[src/noise_consts.svh]
`ifndef NOISE_CONSTS_SVH
`define NOISE_CONSTS_SVH

// Clock cycles per frame sequencer step
// Any value of 2 or more works
// Small values make short simulations
`define FS_STEP_CYCLES 16

// Full range of the length counter
`define LEN_MAX 64

// Noise shift register width
`define LFSR_W 15

`endif

[src/noise_pkg.sv]
package noise_pkg;

	// ff21 layout
	typedef struct packed {
		logic [3:0] vol_init;   // Starting volume
		logic       env_up;     // Envelope direction
		logic [2:0] env_period; // Envelope ticks per step where 0 stops
	} env_cfg_t;

	// ff22 layout
	typedef struct packed {
		logic [3:0] clk_shift;  // Timer shift where 14 and 15 stop the LFSR
		logic       narrow;     // Seven bit mode
		logic [2:0] div_code;   // Timer base divisor
	} poly_cfg_t;

	// One cycle pulses from the frame sequencer
	typedef struct packed {
		logic len_tick;         // Even steps
		logic env_tick;         // Step 7
	} fs_ticks_t;

endpackage

[src/ch4_regs.sv]
`timescale 1ns/1ps
`default_nettype none

module ch4_regs (
	input  logic                 clk,
	input  logic                 rst_n,
	input  logic [1:0]           reg_sel,
	input  logic                 wr,
	input  logic                 rd,
	input  logic [7:0]           wdata,
	output logic [7:0]           rdata,
	output noise_pkg::env_cfg_t  env_cfg,
	output noise_pkg::poly_cfg_t poly_cfg,
	output logic [5:0]           len_load,
	output logic                 len_load_wr,
	output logic                 len_en,
	output logic                 trigger
);
	import noise_pkg::*;

	logic       sel_ff20;
	logic       sel_ff21;
	logic       sel_ff22;
	logic       sel_ff23;
	logic [7:0] rd_mux;

	assign sel_ff20 = (reg_sel == 2'd0);
	assign sel_ff21 = (reg_sel == 2'd1);
	assign sel_ff22 = (reg_sel == 2'd2);
	assign sel_ff23 = (reg_sel == 2'd3);

	// ff20 is write only and goes straight to the length counter
	assign len_load_wr = wr && sel_ff20;
	assign len_load    = wdata[5:0];

	always_ff @(posedge clk) begin
		if (!rst_n) begin
			env_cfg  <= '0;
			poly_cfg <= '0;
			len_en   <= 1'b0;
		end else if (wr) begin
			if (sel_ff21)
				env_cfg <= env_cfg_t'(wdata);
			if (sel_ff22)
				poly_cfg <= poly_cfg_t'(wdata);
			if (sel_ff23)
				len_en <= wdata[6]; // Length enable
		end
	end

	// Bit 7 of ff23 only restarts the channel and is not stored
	always_ff @(posedge clk) begin
		if (!rst_n)
			trigger <= 1'b0;
		else
			trigger <= wr && sel_ff23 && wdata[7];
	end

	always_comb begin
		case (reg_sel)
			2'd0:    rd_mux = 8'hff;                   // Length is write only
			2'd1:    rd_mux = env_cfg;
			2'd2:    rd_mux = poly_cfg;
			default: rd_mux = {1'b1, len_en, 6'h3f};
		endcase
	end

	// Read data holds until the next read
	always_ff @(posedge clk) begin
		if (!rst_n)
			rdata <= 8'h00;
		else if (rd)
			rdata <= rd_mux;
	end

endmodule

`default_nettype wire

[src/frame_seq.sv]
`timescale 1ns/1ps
`default_nettype none
`include "noise_consts.svh"

module frame_seq (
	input  logic                 clk,
	input  logic                 rst_n,
	output noise_pkg::fs_ticks_t ticks
);
	localparam int PRE_W = $clog2(`FS_STEP_CYCLES);
	localparam logic [PRE_W-1:0] PRE_LAST = PRE_W'(`FS_STEP_CYCLES - 1);

	logic [PRE_W-1:0] pre_cnt;
	logic [2:0]       step;
	logic [2:0]       step_nxt;
	logic             step_wrap;

	assign step_wrap = (pre_cnt == PRE_LAST);
	assign step_nxt  = step + 3'd1;

	always_ff @(posedge clk) begin
		if (!rst_n) begin
			pre_cnt <= '0;
			step    <= 3'd0;
			ticks   <= '0;
		end else begin
			ticks <= '0;
			if (step_wrap) begin
				pre_cnt        <= '0;
				step           <= step_nxt;
				ticks.len_tick <= ~step_nxt[0];      // 256 Hz role
				ticks.env_tick <= (step_nxt == 3'd7); // 64 Hz role
			end else begin
				pre_cnt <= pre_cnt + 1'b1;
			end
		end
	end

endmodule

`default_nettype wire

[src/ch4_length.sv]
`timescale 1ns/1ps
`default_nettype none
`include "noise_consts.svh"

module ch4_length (
	input  logic                 clk,
	input  logic                 rst_n,
	input  noise_pkg::fs_ticks_t ticks,
	input  logic [5:0]           len_load,
	input  logic                 len_load_wr,
	input  logic                 len_en,
	input  logic                 trigger,
	input  logic                 dac_on,
	output logic                 active
);
	localparam logic [6:0] LEN_FULL = 7'(`LEN_MAX);

	logic [6:0] len_cnt;
	logic       len_dec;
	logic       len_expire;

	// A tick is dropped in a trigger or load cycle
	assign len_dec    = ticks.len_tick && len_en && (len_cnt != 7'd0) &&
	                    !len_load_wr && !trigger;
	assign len_expire = len_dec && (len_cnt == 7'd1);

	always_ff @(posedge clk) begin
		if (!rst_n) begin
			len_cnt <= 7'd0;
			active  <= 1'b0;
		end else begin
			if (len_load_wr)
				len_cnt <= LEN_FULL - {1'b0, len_load};
			else if (trigger && (len_cnt == 7'd0))
				len_cnt <= LEN_FULL; // Expired counter restarts at full length
			else if (len_dec)
				len_cnt <= len_cnt - 7'd1;

			if (!dac_on)
				active <= 1'b0;
			else if (trigger)
				active <= 1'b1;
			else if (len_expire)
				active <= 1'b0;
		end
	end

endmodule

`default_nettype wire

[src/ch4_noise.sv]
`timescale 1ns/1ps
`default_nettype none
`include "noise_consts.svh"

module ch4_noise (
	input  logic                 clk,
	input  logic                 rst_n,
	input  noise_pkg::poly_cfg_t poly_cfg,
	input  logic                 trigger,
	output logic                 noise_bit
);
	localparam int TMR_W = 20; // Holds 112 << 13

	logic [6:0]         div_base;
	logic [TMR_W-1:0]   tmr_reload;
	logic [TMR_W-1:0]   tmr;
	logic               stalled;
	logic               lfsr_step;
	logic               fb;
	logic [`LFSR_W-1:0] lfsr;
	logic [`LFSR_W-1:0] lfsr_nxt;

	assign div_base   = (poly_cfg.div_code == 3'd0) ? 7'd8 : {poly_cfg.div_code, 4'b0000};
	assign tmr_reload = TMR_W'(div_base) << poly_cfg.clk_shift;
	assign stalled    = (poly_cfg.clk_shift >= 4'd14);
	assign lfsr_step  = !stalled && (tmr == TMR_W'(1));

	assign fb = lfsr[0] ^ lfsr[1];

	always_comb begin
		lfsr_nxt = {fb, lfsr[`LFSR_W-1:1]};
		if (poly_cfg.narrow)
			lfsr_nxt[6] = fb; // Seven bit mode feeds back here too
	end

	// Timer sits idle at 0 until the first trigger
	always_ff @(posedge clk) begin
		if (!rst_n)
			tmr <= '0;
		else if (trigger)
			tmr <= tmr_reload;
		else if (!stalled && (tmr != '0)) begin
			if (tmr == TMR_W'(1))
				tmr <= tmr_reload;
			else
				tmr <= tmr - 1'b1;
		end
	end

	always_ff @(posedge clk) begin
		if (!rst_n)
			lfsr <= '1;
		else if (trigger)
			lfsr <= '1;
		else if (lfsr_step)
			lfsr <= lfsr_nxt;
	end

	assign noise_bit = ~lfsr[0];

endmodule

`default_nettype wire

[src/ch4_volume.sv]
`timescale 1ns/1ps
`default_nettype none

module ch4_volume (
	input  logic                 clk,
	input  logic                 rst_n,
	input  noise_pkg::fs_ticks_t ticks,
	input  noise_pkg::env_cfg_t  env_cfg,
	input  logic                 trigger,
	input  logic                 active,
	input  logic                 noise_bit,
	output logic                 dac_on,
	output logic [3:0]           sample
);
	logic [3:0] volume;
	logic [2:0] env_div;
	logic       env_run;
	logic       env_due;
	logic       at_limit;

	// DAC is off when both volume and direction bits are zero
	assign dac_on = (env_cfg.vol_init != 4'd0) || env_cfg.env_up;

	assign env_run  = ticks.env_tick && (env_cfg.env_period != 3'd0);
	assign env_due  = env_run && (env_div <= 3'd1);
	assign at_limit = env_cfg.env_up ? (volume == 4'd15) : (volume == 4'd0);

	always_ff @(posedge clk) begin
		if (!rst_n) begin
			volume  <= 4'd0;
			env_div <= 3'd0;
		end else if (trigger) begin
			volume  <= env_cfg.vol_init;
			env_div <= env_cfg.env_period;
		end else if (env_due) begin
			env_div <= env_cfg.env_period;
			if (!at_limit) begin
				if (env_cfg.env_up)
					volume <= volume + 4'd1;
				else
					volume <= volume - 4'd1;
			end
		end else if (env_run) begin
			env_div <= env_div - 3'd1;
		end
	end

	always_ff @(posedge clk) begin
		if (!rst_n)
			sample <= 4'd0;
		else if (active && noise_bit)
			sample <= volume;
		else
			sample <= 4'd0;
	end

endmodule

`default_nettype wire

[src/ch4_top.sv]
`timescale 1ns/1ps
`default_nettype none

module ch4_top (
	input  logic       clk,
	input  logic       rst_n,
	input  logic [1:0] reg_sel,
	input  logic       wr,
	input  logic       rd,
	input  logic [7:0] wdata,
	output logic [7:0] rdata,
	output logic       active,
	output logic [3:0] sample
);
	import noise_pkg::*;

	env_cfg_t   env_cfg;
	poly_cfg_t  poly_cfg;
	fs_ticks_t  ticks;
	logic [5:0] len_load;
	logic       len_load_wr;
	logic       len_en;
	logic       trigger;
	logic       dac_on;
	logic       noise_bit;

	ch4_regs u_regs (
		.clk         (clk),
		.rst_n       (rst_n),
		.reg_sel     (reg_sel),
		.wr          (wr),
		.rd          (rd),
		.wdata       (wdata),
		.rdata       (rdata),
		.env_cfg     (env_cfg),
		.poly_cfg    (poly_cfg),
		.len_load    (len_load),
		.len_load_wr (len_load_wr),
		.len_en      (len_en),
		.trigger     (trigger)
	);

	frame_seq u_fs (
		.clk   (clk),
		.rst_n (rst_n),
		.ticks (ticks)
	);

	ch4_length u_length (
		.clk         (clk),
		.rst_n       (rst_n),
		.ticks       (ticks),
		.len_load    (len_load),
		.len_load_wr (len_load_wr),
		.len_en      (len_en),
		.trigger     (trigger),
		.dac_on      (dac_on),
		.active      (active)
	);

	ch4_noise u_noise (
		.clk       (clk),
		.rst_n     (rst_n),
		.poly_cfg  (poly_cfg),
		.trigger   (trigger),
		.noise_bit (noise_bit)
	);

	ch4_volume u_volume (
		.clk       (clk),
		.rst_n     (rst_n),
		.ticks     (ticks),
		.env_cfg   (env_cfg),
		.trigger   (trigger),
		.active    (active),
		.noise_bit (noise_bit),
		.dac_on    (dac_on),
		.sample    (sample)
	);

endmodule

`default_nettype wire

[config.mk]
export PLATFORM = sky130hd
export DESIGN_NAME = ch4_top
export DESIGN_NICKNAME = d
export VERILOG_FILES = /design/src/noise_pkg.sv /design/src/ch4_regs.sv /design/src/frame_seq.sv /design/src/ch4_length.sv /design/src/ch4_noise.sv /design/src/ch4_volume.sv /design/src/ch4_top.sv
export VERILOG_INCLUDE_DIRS = /design/src /design/src/src
export SDC_FILE = /design/constraint.sdc
export NUM_CORES = 1
export LEC_CHECK = 0
export ABC_AREA = 1
export ABC_CLOCK_PERIOD_IN_PS = 3600
export BUFFER_PORTS_ARGS = -buffer_cell sky130_fd_sc_hd__buf_2
export CAP_MARGIN = 5
export CORE_ASPECT_RATIO = 0.7
export CORE_MARGIN = 10
export CORE_UTILIZATION = 33
export CTS_CLUSTER_DIAMETER = 100
export DETAILED_ROUTE_END_ITERATION = 8
export HOLD_SLACK_MARGIN = 0.05
export PLACE_DENSITY = 0.47
export SLEW_MARGIN = 20
export SYNTH_ARGS = -nofsm -noshare
export SYNTH_HDL_FRONTEND = slang
export SYNTH_SLANG_ARGS = --single-unit
[constraint.sdc]
create_clock -name clk -period 3.6 [get_ports clk]
set_input_delay 0.18 -clock clk [delete_from_list [all_inputs] [get_ports clk]]
set_output_delay 0.18 -clock clk [all_outputs]
set_load 0.02 [all_outputs]
==> impl_summary.txt, run 1 <==
----------------------------------------------------
[Timing]
  Total count of max-transition violations in the final report ... 0
  Final setup TNS ... 0 ns
  Max Clk Rate ... between 0.4 and 0.5 GHz
  Final setup viols ... 0
  Fraction of the cycle the final worst path needs ... between 50% and 60%
  Rel. slew slack ... 33.4%
  Worst Tran Pin Value ... 0.995 ns
  Minimum period implied by the final worst setup slack ... 2.10 ns
  Hold Fails Final Rpt ... 0
  Final Skew ... between 0.006 and 0.007 ns
  Setup repair after global routing missed its margin ... no

[Synth]
  Post-synthesis area per instance ... 6.76 µm²
  Post-synthesis register bit count ... about 90
  Cells after synthesis ... 713
  Sequential fraction of the synthesis area ... 36.9%
  List of most frequent post-synthesis cells ... 146 x sky130_fd_sc_hd__nand2_1, 100 x sky130_fd_sc_hd__inv_1, 89 x sky130_fd_sc_hd__dfxtp_1
  Largest area contributor in the synthesized netlist ... sky130_fd_sc_hd__dfxtp_1
  Number of distinct library cells after synthesis ... 43
  Library cell with the highest instance count after synthesis ... sky130_fd_sc_hd__nand2_1
  Area share of the largest cell type after synthesis ... 36.9%
  Fraction of registers with async set or reset after synthesis ... 0%
  Nets in the synthesized netlist ... 740
  Most area-consuming cells after synthesis ... sky130_fd_sc_hd__dfxtp_1 37%, sky130_fd_sc_hd__nand2_1 11%, sky130_fd_sc_hd__inv_1 7.8%
  Post-synth EDFFs ... 0
  Most used DFF post-synth ... sky130_fd_sc_hd__dfxtp_1
  Total standard cell area after synthesis ... roughly 4800 µm²
  Yosys warns ... 0

[Placement]
  Placed wire-length estimate after detailed placement ... 9710 µm
  Number of port buffers ... 26
  Weighted congestion reported at the end of routability-driven placement ... 0.854

[Critical path]
  Worst Reg-to-Reg Cells ... 11
  Critical path start-end classification ... flip-flop to flip-flop
  Startpoint types ... flip-flop
  Largest stage delay on the critical path ... 0.34 ns
  Crit. End Element ... flip-flop
  Worst-path maximum fanout ... 34
  Arrival time at the worst endpoint ... 2.33 ns
  Number of stages on the worst setup path ... 11
  FF-to-FF Start ... u_noise.tmr[0]$_SDFFE_PN0P_
  Critical path cell sequence ... inv_1, ha_1, nand2_4, nor2_8, nand2_2, o21ai_4, nand2_4, inv_1, nand2_1, nand3_1, inv_1
  Buffers and inverters on the worst path ... 3
  Cell type group with the largest total delay on the critical path ... simple AND/OR/NAND/NOR gates
  Worst path most repeated cell ... sky130_fd_sc_hd__inv_1
  Origin of the worst setup path ... u_noise.tmr[0]$_SDFFE_PN0P_
  Required time at the worst-slack endpoint ... 3.84 ns
  Cell with the biggest individual delay on the critical path ... sky130_fd_sc_hd__dfxtp_1

[Layout]
  Fraction of layout instances using a drive strength above 1 ... under 10%
  Synthesis-to-layout area growth ... 11.1%
  Ant diodes ... 0
  NumNets Final ... 756
  Fillcell total ... ~1.5k
  Fraction of the core area covered by cells at the end of the flow ... 38.0%

[GRT]
  Antenna violations before repair ... 0
  Wire length of the first global-routing pass ... 21100 µm
  Grt total ovfl ... 0
  Overall routing resource usage ... 13.2%
  Vias in the first global route ... a little over 4k
  Largest net degree at the start of global routing ... 53

[Die]
  Die outline area ... between 15000 and 20000 µm²
  Effective utilization at floorplan ... 34.2%
  Floorplan row count ... 36
  Horizontal die dimension ... 165 µm
  Die Y-Extent ... ~120 µm
  IO Count ... 27
  Core Box Area ... 14100 µm²

[Detailed routing]
  Average vias per placed instance ... 4.84
  Average detailed-routed wire length per instance ... 13.9 µm
  Drt initial violations ... 226
  Antenna viol nets, final ... 0
  Routed via count ... 4470
  Final routed wirelength across all metal layers ... 12800 µm
  Residual DRC ... 0
  First-pass detailed-route iteration total ... 5

[Clock network]
  Clk slew on worst S/H paths ... 0.06 ns
  Maximum level of the CTS H-tree ... 3
  Resized Gates After CTS ... 0
  CTS tree ... built
  Number of clock sinks ... 89
  Clock insertion delay at the later pin of the skew report ... 0.34 ns
  Root buffer selected by CTS ... sky130_fd_sc_hd__clkbuf_16
  Clock buffers created by TritonCTS ... 9
  Number of hold buffers added after CTS ... 0
  Setup repair bufs after CTS ... 0
  Maximum count of clock buffers along a single path ... 2

[Pwr]
  Ratio of total power to cell area ... 669 nW/µm²
  Static leakage ... between 2 and 3 nW
  IR drop worst, VDD ... 0.248 mV

[Worst hold path]
  Hold crit path type ... input port to flip-flop
  Cell depth of the worst hold path ... 3
  Launch point of the worst hold path ... wdata[7]

[Run status]
  Outcome ... finished clean

[Flow run]
  Number of violations of the max-capacitance limit ... 0

----------------------------------------------------
metal layers:
layer | track usage, % | part of all wire [%] | up-vias
met4 | 3.15 | 0.93 | 0
met1 | 19.6 | 56 | 2015
li1 | - | - | 2350
met2 | 18.4 | 39 | 94
met3 | 3.08 | 4.2 | 11
met5 | 0 | 0 | -
final cells by class:
| type | count | area (µm²) | share of cell area [%] |
|---|---|---|---|
| Multi-Input combinational cell | 499 | 2530 | 47.2 |
| Inverter | 102 | 385 | 7.19 |
| Clock buffer | 11 | 243 | 4.53 |
| Sequential cell | 89 | 1780 | 33.2 |
| Tap cell | 190 | 238 | 4.44 |
| Timing Repair Buffer | 28 | 145 | 2.71 |
| Clock inverter | 5 | 37.5 | 0.700 |
layout by cell type (no fill, tap or decap), types with 2 or more instances in the layout:
cell,synthesis,routed
sky130_fd_sc_hd__a31oi_1,2,2
sky130_fd_sc_hd__xor2_1,4,4
sky130_fd_sc_hd__nor2_2,3,3
sky130_fd_sc_hd__o21ai_0,61,61
sky130_fd_sc_hd__clkinvlp_4,0,2
sky130_fd_sc_hd__a22oi_1,2,2
sky130_fd_sc_hd__buf_4,2,2
sky130_fd_sc_hd__dfxtp_1,89,89
sky130_fd_sc_hd__nor2_4,3,3
sky130_fd_sc_hd__nand3_1,53,53
sky130_fd_sc_hd__nor2_1,88,88
sky130_fd_sc_hd__buf_2,3,26
sky130_fd_sc_hd__ha_1,12,12
sky130_fd_sc_hd__a21oi_1,50,50
sky130_fd_sc_hd__nand2_1,146,146
sky130_fd_sc_hd__o21ai_1,11,11
sky130_fd_sc_hd__nand2_2,2,2
sky130_fd_sc_hd__nand4_1,8,8
sky130_fd_sc_hd__xnor2_1,4,4
sky130_fd_sc_hd__inv_6,0,2
sky130_fd_sc_hd__clkbuf_16,0,9
sky130_fd_sc_hd__inv_1,100,100
sky130_fd_sc_hd__o211ai_1,17,17
sky130_fd_sc_hd__nand2_4,3,3
sky130_fd_sc_hd__nor3_1,4,4
sky130_fd_sc_hd__o22ai_1,8,8
sky130_fd_sc_hd__nand3b_1,4,4
report_power, final:
part | switching [W] | internal, W | total (W)
registers | 0.000154 | 0.00114 | 0.00129
logic | 0.000916 | 0.000493 | 0.00141
clock network | 0.000397 | 0.000491 | 0.000887
path summary, 6_finish.rpt:
check | to | slack, ns
max | u_noise.tmr[10]$_SDFFE_PN0P_ | 1.50
min | u_regs.trigger$_SDFF_PN0_ | 0.11
max reg2reg | u_noise.tmr[10]$_SDFFE_PN0P_ | 1.50
min reg2reg | u_fs.pre_cnt[0]$_SDFF_PP0_ | 0.45
metrics by stage:
step	setup slack [ns]	instance area, µm²	instances	total power (W)	hold slack, ns
3_5_place_dp	1.58	5080	908	0.00271	0.445
3_3_place_gp	1.62	5080	908	0.00270	0.437
4_1_cts	1.57	5360	924	0.00362	0.0935
5_1_grt	1.37	5360	924	0.00388	0.122
6_report	1.50	5360	924	0.00359	0.105
2_1_floorplan	1.95	4820	713	0.00241	0.299
tightest hold or removal path, stage by stage:
cell,delay (ns)
sky130_fd_sc_hd__buf_2,0.13
sky130_fd_sc_hd__nand2_1,0.05
sky130_fd_sc_hd__nor2_1,0.04
state kept, by name, summed over array words and instances, names as in the netlist:
name / count
u_noise.tmr: 20
u_noise.lfsr: 15
u_regs.env_cfg: 8
u_regs.poly_cfg: 8
u_regs.rdata: 8
u_length.len_cnt: 7
u_fs.pre_cnt: 4
u_volume.sample: 4
u_volume.volume: 4
u_fs.step: 3
u_volume.env_div: 3
u_fs.ticks: 2
u_length.active: 1
u_regs.len_en: 1
u_regs.trigger: 1
cells by family (layout without fill, tap and decap cells):
| group | Yosys count | after routing | share of synthesized area [%] |
|---|---|---|---|
| DFF | 89 | 89 | 36.9 |
| AOI/OAI and AO/OA | 159 | 159 | 18.6 |
| and+or+nand+nor | 319 | 319 | 28.8 |
| buffers and inverters | 125 | 146 | 10.6 |
| xor gates and xnor gates | 8 | 8 | 1.45 |
| adders and majority gates | 13 | 13 | 3.53 |
Power figures use the tool's default switching activity.
==> inputs of run 2 (changes only) <==
--- a/config.mk
+++ b/config.mk
@@ -7,7 +7,7 @@
 export NUM_CORES = 1
 export LEC_CHECK = 0
 export ABC_AREA = 1
-export ABC_CLOCK_PERIOD_IN_PS = 3600
+export ABC_CLOCK_PERIOD_IN_PS = 1900
 export BUFFER_PORTS_ARGS = -buffer_cell sky130_fd_sc_hd__buf_2
 export CAP_MARGIN = 5
 export CORE_ASPECT_RATIO = 0.7
@@ -16,7 +16,7 @@
 export CTS_CLUSTER_DIAMETER = 100
 export DETAILED_ROUTE_END_ITERATION = 8
 export HOLD_SLACK_MARGIN = 0.05
-export PLACE_DENSITY = 0.47
+export PLACE_DENSITY = 0.49
 export SLEW_MARGIN = 20
 export SYNTH_ARGS = -nofsm -noshare
 export SYNTH_HDL_FRONTEND = slang
==> constraint.sdc (replaced) <==
create_clock -name clk -period 1.9 [get_ports clk]
set_input_delay 0.095 -clock clk [delete_from_list [all_inputs] [get_ports clk]]
set_output_delay 0.095 -clock clk [all_outputs]
set_load 0.02 [all_outputs]
==> run 2 against run 1 <==
  * Combinational power rose by 110%
  * Maximum frequency grew 17%
  * Critical path type unchanged
  * Final cell count rose by 3.1%
  * Global-route usage grew 0.41 points
  * Utilization up 2.1 points
  * Largest power group unchanged
  * Power rose by 100%
  * Critical path depth rose by 1
==> impl_summary.txt, run 2 (synthesis gave the netlist of run 1 again) <==
----------------------------------------------------
[Detailed routing]
  Residual DRC ... 0
  Routed via count ... around 4.6k
  Antenna viol nets, final ... 0
  Drt initial violations ... 409
  Average detailed-routed wire length per instance ... 13.8 µm
  First-pass detailed-route iteration total ... 5
  Average vias per placed instance ... 4.84
  Final routed wirelength across all metal layers ... 13100 µm

[Layout]
  Commonest non-fill, non-tap cell in the layout ... sky130_fd_sc_hd__nand2_1
  Max reg flops ... 20
  NumNets Final ... 786
  Final standard cell count with taps included and fillers excluded ... 953
  Ant diodes ... 0
  Fraction of the core area covered by cells at the end of the flow ... 40.1%
  Fraction of layout instances using a drive strength above 1 ... 12.7%
  Synthesis-to-layout area growth ... 17.2%
  Area taken by multi-input logic gates ... 2560 µm²
  Most flop-heavy register ... u_noise.tmr
  Most used cells in the layout excluding fill and tap cells ... 146 x sky130_fd_sc_hd__nand2_1, 98 x sky130_fd_sc_hd__inv_1, 88 x sky130_fd_sc_hd__dfxtp_1, 87 x sky130_fd_sc_hd__nor2_1, 57 x sky130_fd_sc_hd__o21ai_0
  Regs by FF count ... u_noise.tmr x20, u_noise.lfsr x15
  Footprint of the flip-flops and latches ... 1780 µm²
  Fillcell total ... 1489

[Placement]
  Number of port buffers ... 26
  Placed wire-length estimate after detailed placement ... just under 10000 µm
  DP Cell Count ... between 900 and 1k
  Weighted congestion reported at the end of routability-driven placement ... between 0.8 and 0.9

[Timing]
  Rel. slew slack ... 73.6%
  Minimum period implied by the final worst setup slack ... 1.79 ns
  Fraction of the cycle the final worst path needs ... roughly 94%
  Final Skew ... around 0.0093 ns
  Total count of max-transition violations in the final report ... 0
  Worst Tran Pin Value ... between 0.3 and 0.4 ns
  Hold_ws ... 0.0639 ns
  Final setup viols ... 0
  Max Clk Rate ... 0.558 GHz
  Hold Fails Final Rpt ... 0
  Final setup TNS ... 0 ns

[Critical path]
  Critical path start-end classification ... flip-flop to flip-flop
  Crit. End Element ... flip-flop
  Setup slack of the worst register-to-register path ... between 0.1 and 0.15 ns
  Required time at the worst-slack endpoint ... around 2.2 ns
  Worst Reg-to-Reg Cells ... 12
  FF-to-FF Start ... u_noise.tmr[0]$_SDFFE_PN0P_
  Arrival time at the worst endpoint ... 2.04 ns
  Timing endpoint of the critical path ... u_noise.tmr[14]$_SDFFE_PN0P_
  Startpoint types ... flip-flop
  Worst-path maximum fanout ... 17
  Origin of the worst setup path ... u_noise.tmr[0]$_SDFFE_PN0P_
  Capturing point of the worst reg2reg path ... u_noise.tmr[14]$_SDFFE_PN0P_

[Clock network]
  Root buffer selected by CTS ... sky130_fd_sc_hd__clkbuf_16
  Clock insertion delay at the later pin of the skew report ... between 0.3 and 0.4 ns
  Number of clock sinks ... 89
  Clk slew on worst S/H paths ... 0.07 ns
  Maximum level of the CTS H-tree ... 3
  Clock buffers created by TritonCTS ... 9
  CTS tree ... built
  Maximum count of clock buffers along a single path ... 2

[Run status]
  Outcome ... finished clean

[Die]
  Core Box Area ... 14100 µm²
  Die outline area ... 19900 µm²
  IO Count ... 27
  Die Y-Extent ... 121 µm
  Effective utilization at floorplan ... between 30% and 40%
  Horizontal die dimension ... 165 µm
  Floorplan row count ... 36

[Pwr]
  IR drop worst, VDD ... 0.443 mV
  Static leakage ... 2.73 nW
  Ratio of total power to cell area ... approximately 1300 nW/µm²

[GRT]
  Grt total ovfl ... 0
  Largest net degree at the start of global routing ... 35
  Overall routing resource usage ... about 14%
  Antenna violations before repair ... 0
  Vias in the first global route ... 4342
  Wire length of the first global-routing pass ... 22000 µm

[Flow run]
  Number of violations of the max-capacitance limit ... 0

[Worst hold path]
  Hold crit path type ... input port to flip-flop

----------------------------------------------------
[run 2: changes by cell type in the layout (fill, tap and decap cells not counted), moves of 2 or more]
cell                            previous run  this run
sky130_fd_sc_hd__inv_1                   100        98
sky130_fd_sc_hd__o21ai_2                   0         2
sky130_fd_sc_hd__o21ai_0                  61        57
sky130_fd_sc_hd__bufinv_16                 0         2
sky130_fd_sc_hd__dlygate4sd3_1             0         2
sky130_fd_sc_hd__buf_4                     2        29
sky130_fd_sc_hd__o21ai_1                  11        13
[run 2: stage by stage]
stage / power, W / worst slack, ns / instance area (µm²)
after CTS: 0.00724 / 0.0318 / 5600
after global routing: 0.00791 / -0.0206 / 5650
after floorplan: 0.00457 / 0.255 / 4820
after detailed placement: 0.00527 / -0.0182 / 5250
after global placement: 0.00524 / 0.100 / 5250
final: 0.00732 / 0.108 / 5650
[run 2: how the worst min path moves through the flow]
stage	startpoint	endpoint	depth (start not counted)
2_1_floorplan	wdata[7]	u_regs.trigger$_SDFF_PN0_	2
3_3_place_gp	wdata[7]	u_regs.trigger$_SDFF_PN0_	3
3_5_place_dp	wdata[7]	u_regs.trigger$_SDFF_PN0_	3
4_1_cts	wdata[1]	u_regs.poly_cfg[1]$_SDFFE_PN0P_	3
5_1_grt	wdata[4]	u_regs.env_cfg[4]$_SDFFE_PN0P_	3
6_report	wdata[1]	u_regs.poly_cfg[1]$_SDFFE_PN0P_	3
[run 2: power by group]
| part | internal (W) | total [W] | switching [W] | leakage (nW) |
|---|---|---|---|---|
| clock network | 0.00115 | 0.00192 | 0.000765 | 0.152 |
| registers | 0.00215 | 0.00243 | 0.000279 | 0.727 |
| logic | 0.00112 | 0.00297 | 0.00184 | 1.85 |
[run 2: area by class of cell]
type                    instances  share of cell area [%]
multi-input cells             500                    45.3
repair buffers                 57                    6.51
clock inverters                 6                    1.59
inverters                     102                    6.88
clock buffers                   9                    3.98
well taps                     190                    4.20
flip-flops and latches         89                    31.5
[run 2: repair_timing]
item	4_1_cts	5_1_grt
resized for setup	1	11
endpoints found under the hold margin	2	0
hold buffers	2	0
pin swaps	0	3
gates cloned	0	1
endpoints found under the setup margin	1	16
buffers inserted	0	4
[run 2: layer usage]
metal  GRT usage (%)  vias up  share of wire [%]
met5               0        -                  0
met4            3.53        0                1.2
met3            3.15       13                5.5
met2            19.2       99                 39
met1            20.0     2082                 54
li1                -     2417                  -
[run 2: worst max-delay path, cell delays in order, from the launching register on]
cell and delay, ns:
sky130_fd_sc_hd__dfxtp_2 0.33, sky130_fd_sc_hd__inv_1 0.11, sky130_fd_sc_hd__ha_2 0.22, sky130_fd_sc_hd__nand2_4 0.08, sky130_fd_sc_hd__nor2_8 0.11, sky130_fd_sc_hd__nand2_2 0.08, sky130_fd_sc_hd__o21ai_4 0.15, sky130_fd_sc_hd__buf_4 0.15
sky130_fd_sc_hd__nand2_4 0.14, sky130_fd_sc_hd__o21ai_1 0.16, sky130_fd_sc_hd__inv_1 0.05, sky130_fd_sc_hd__nand2_1 0.06, sky130_fd_sc_hd__inv_1 0.04
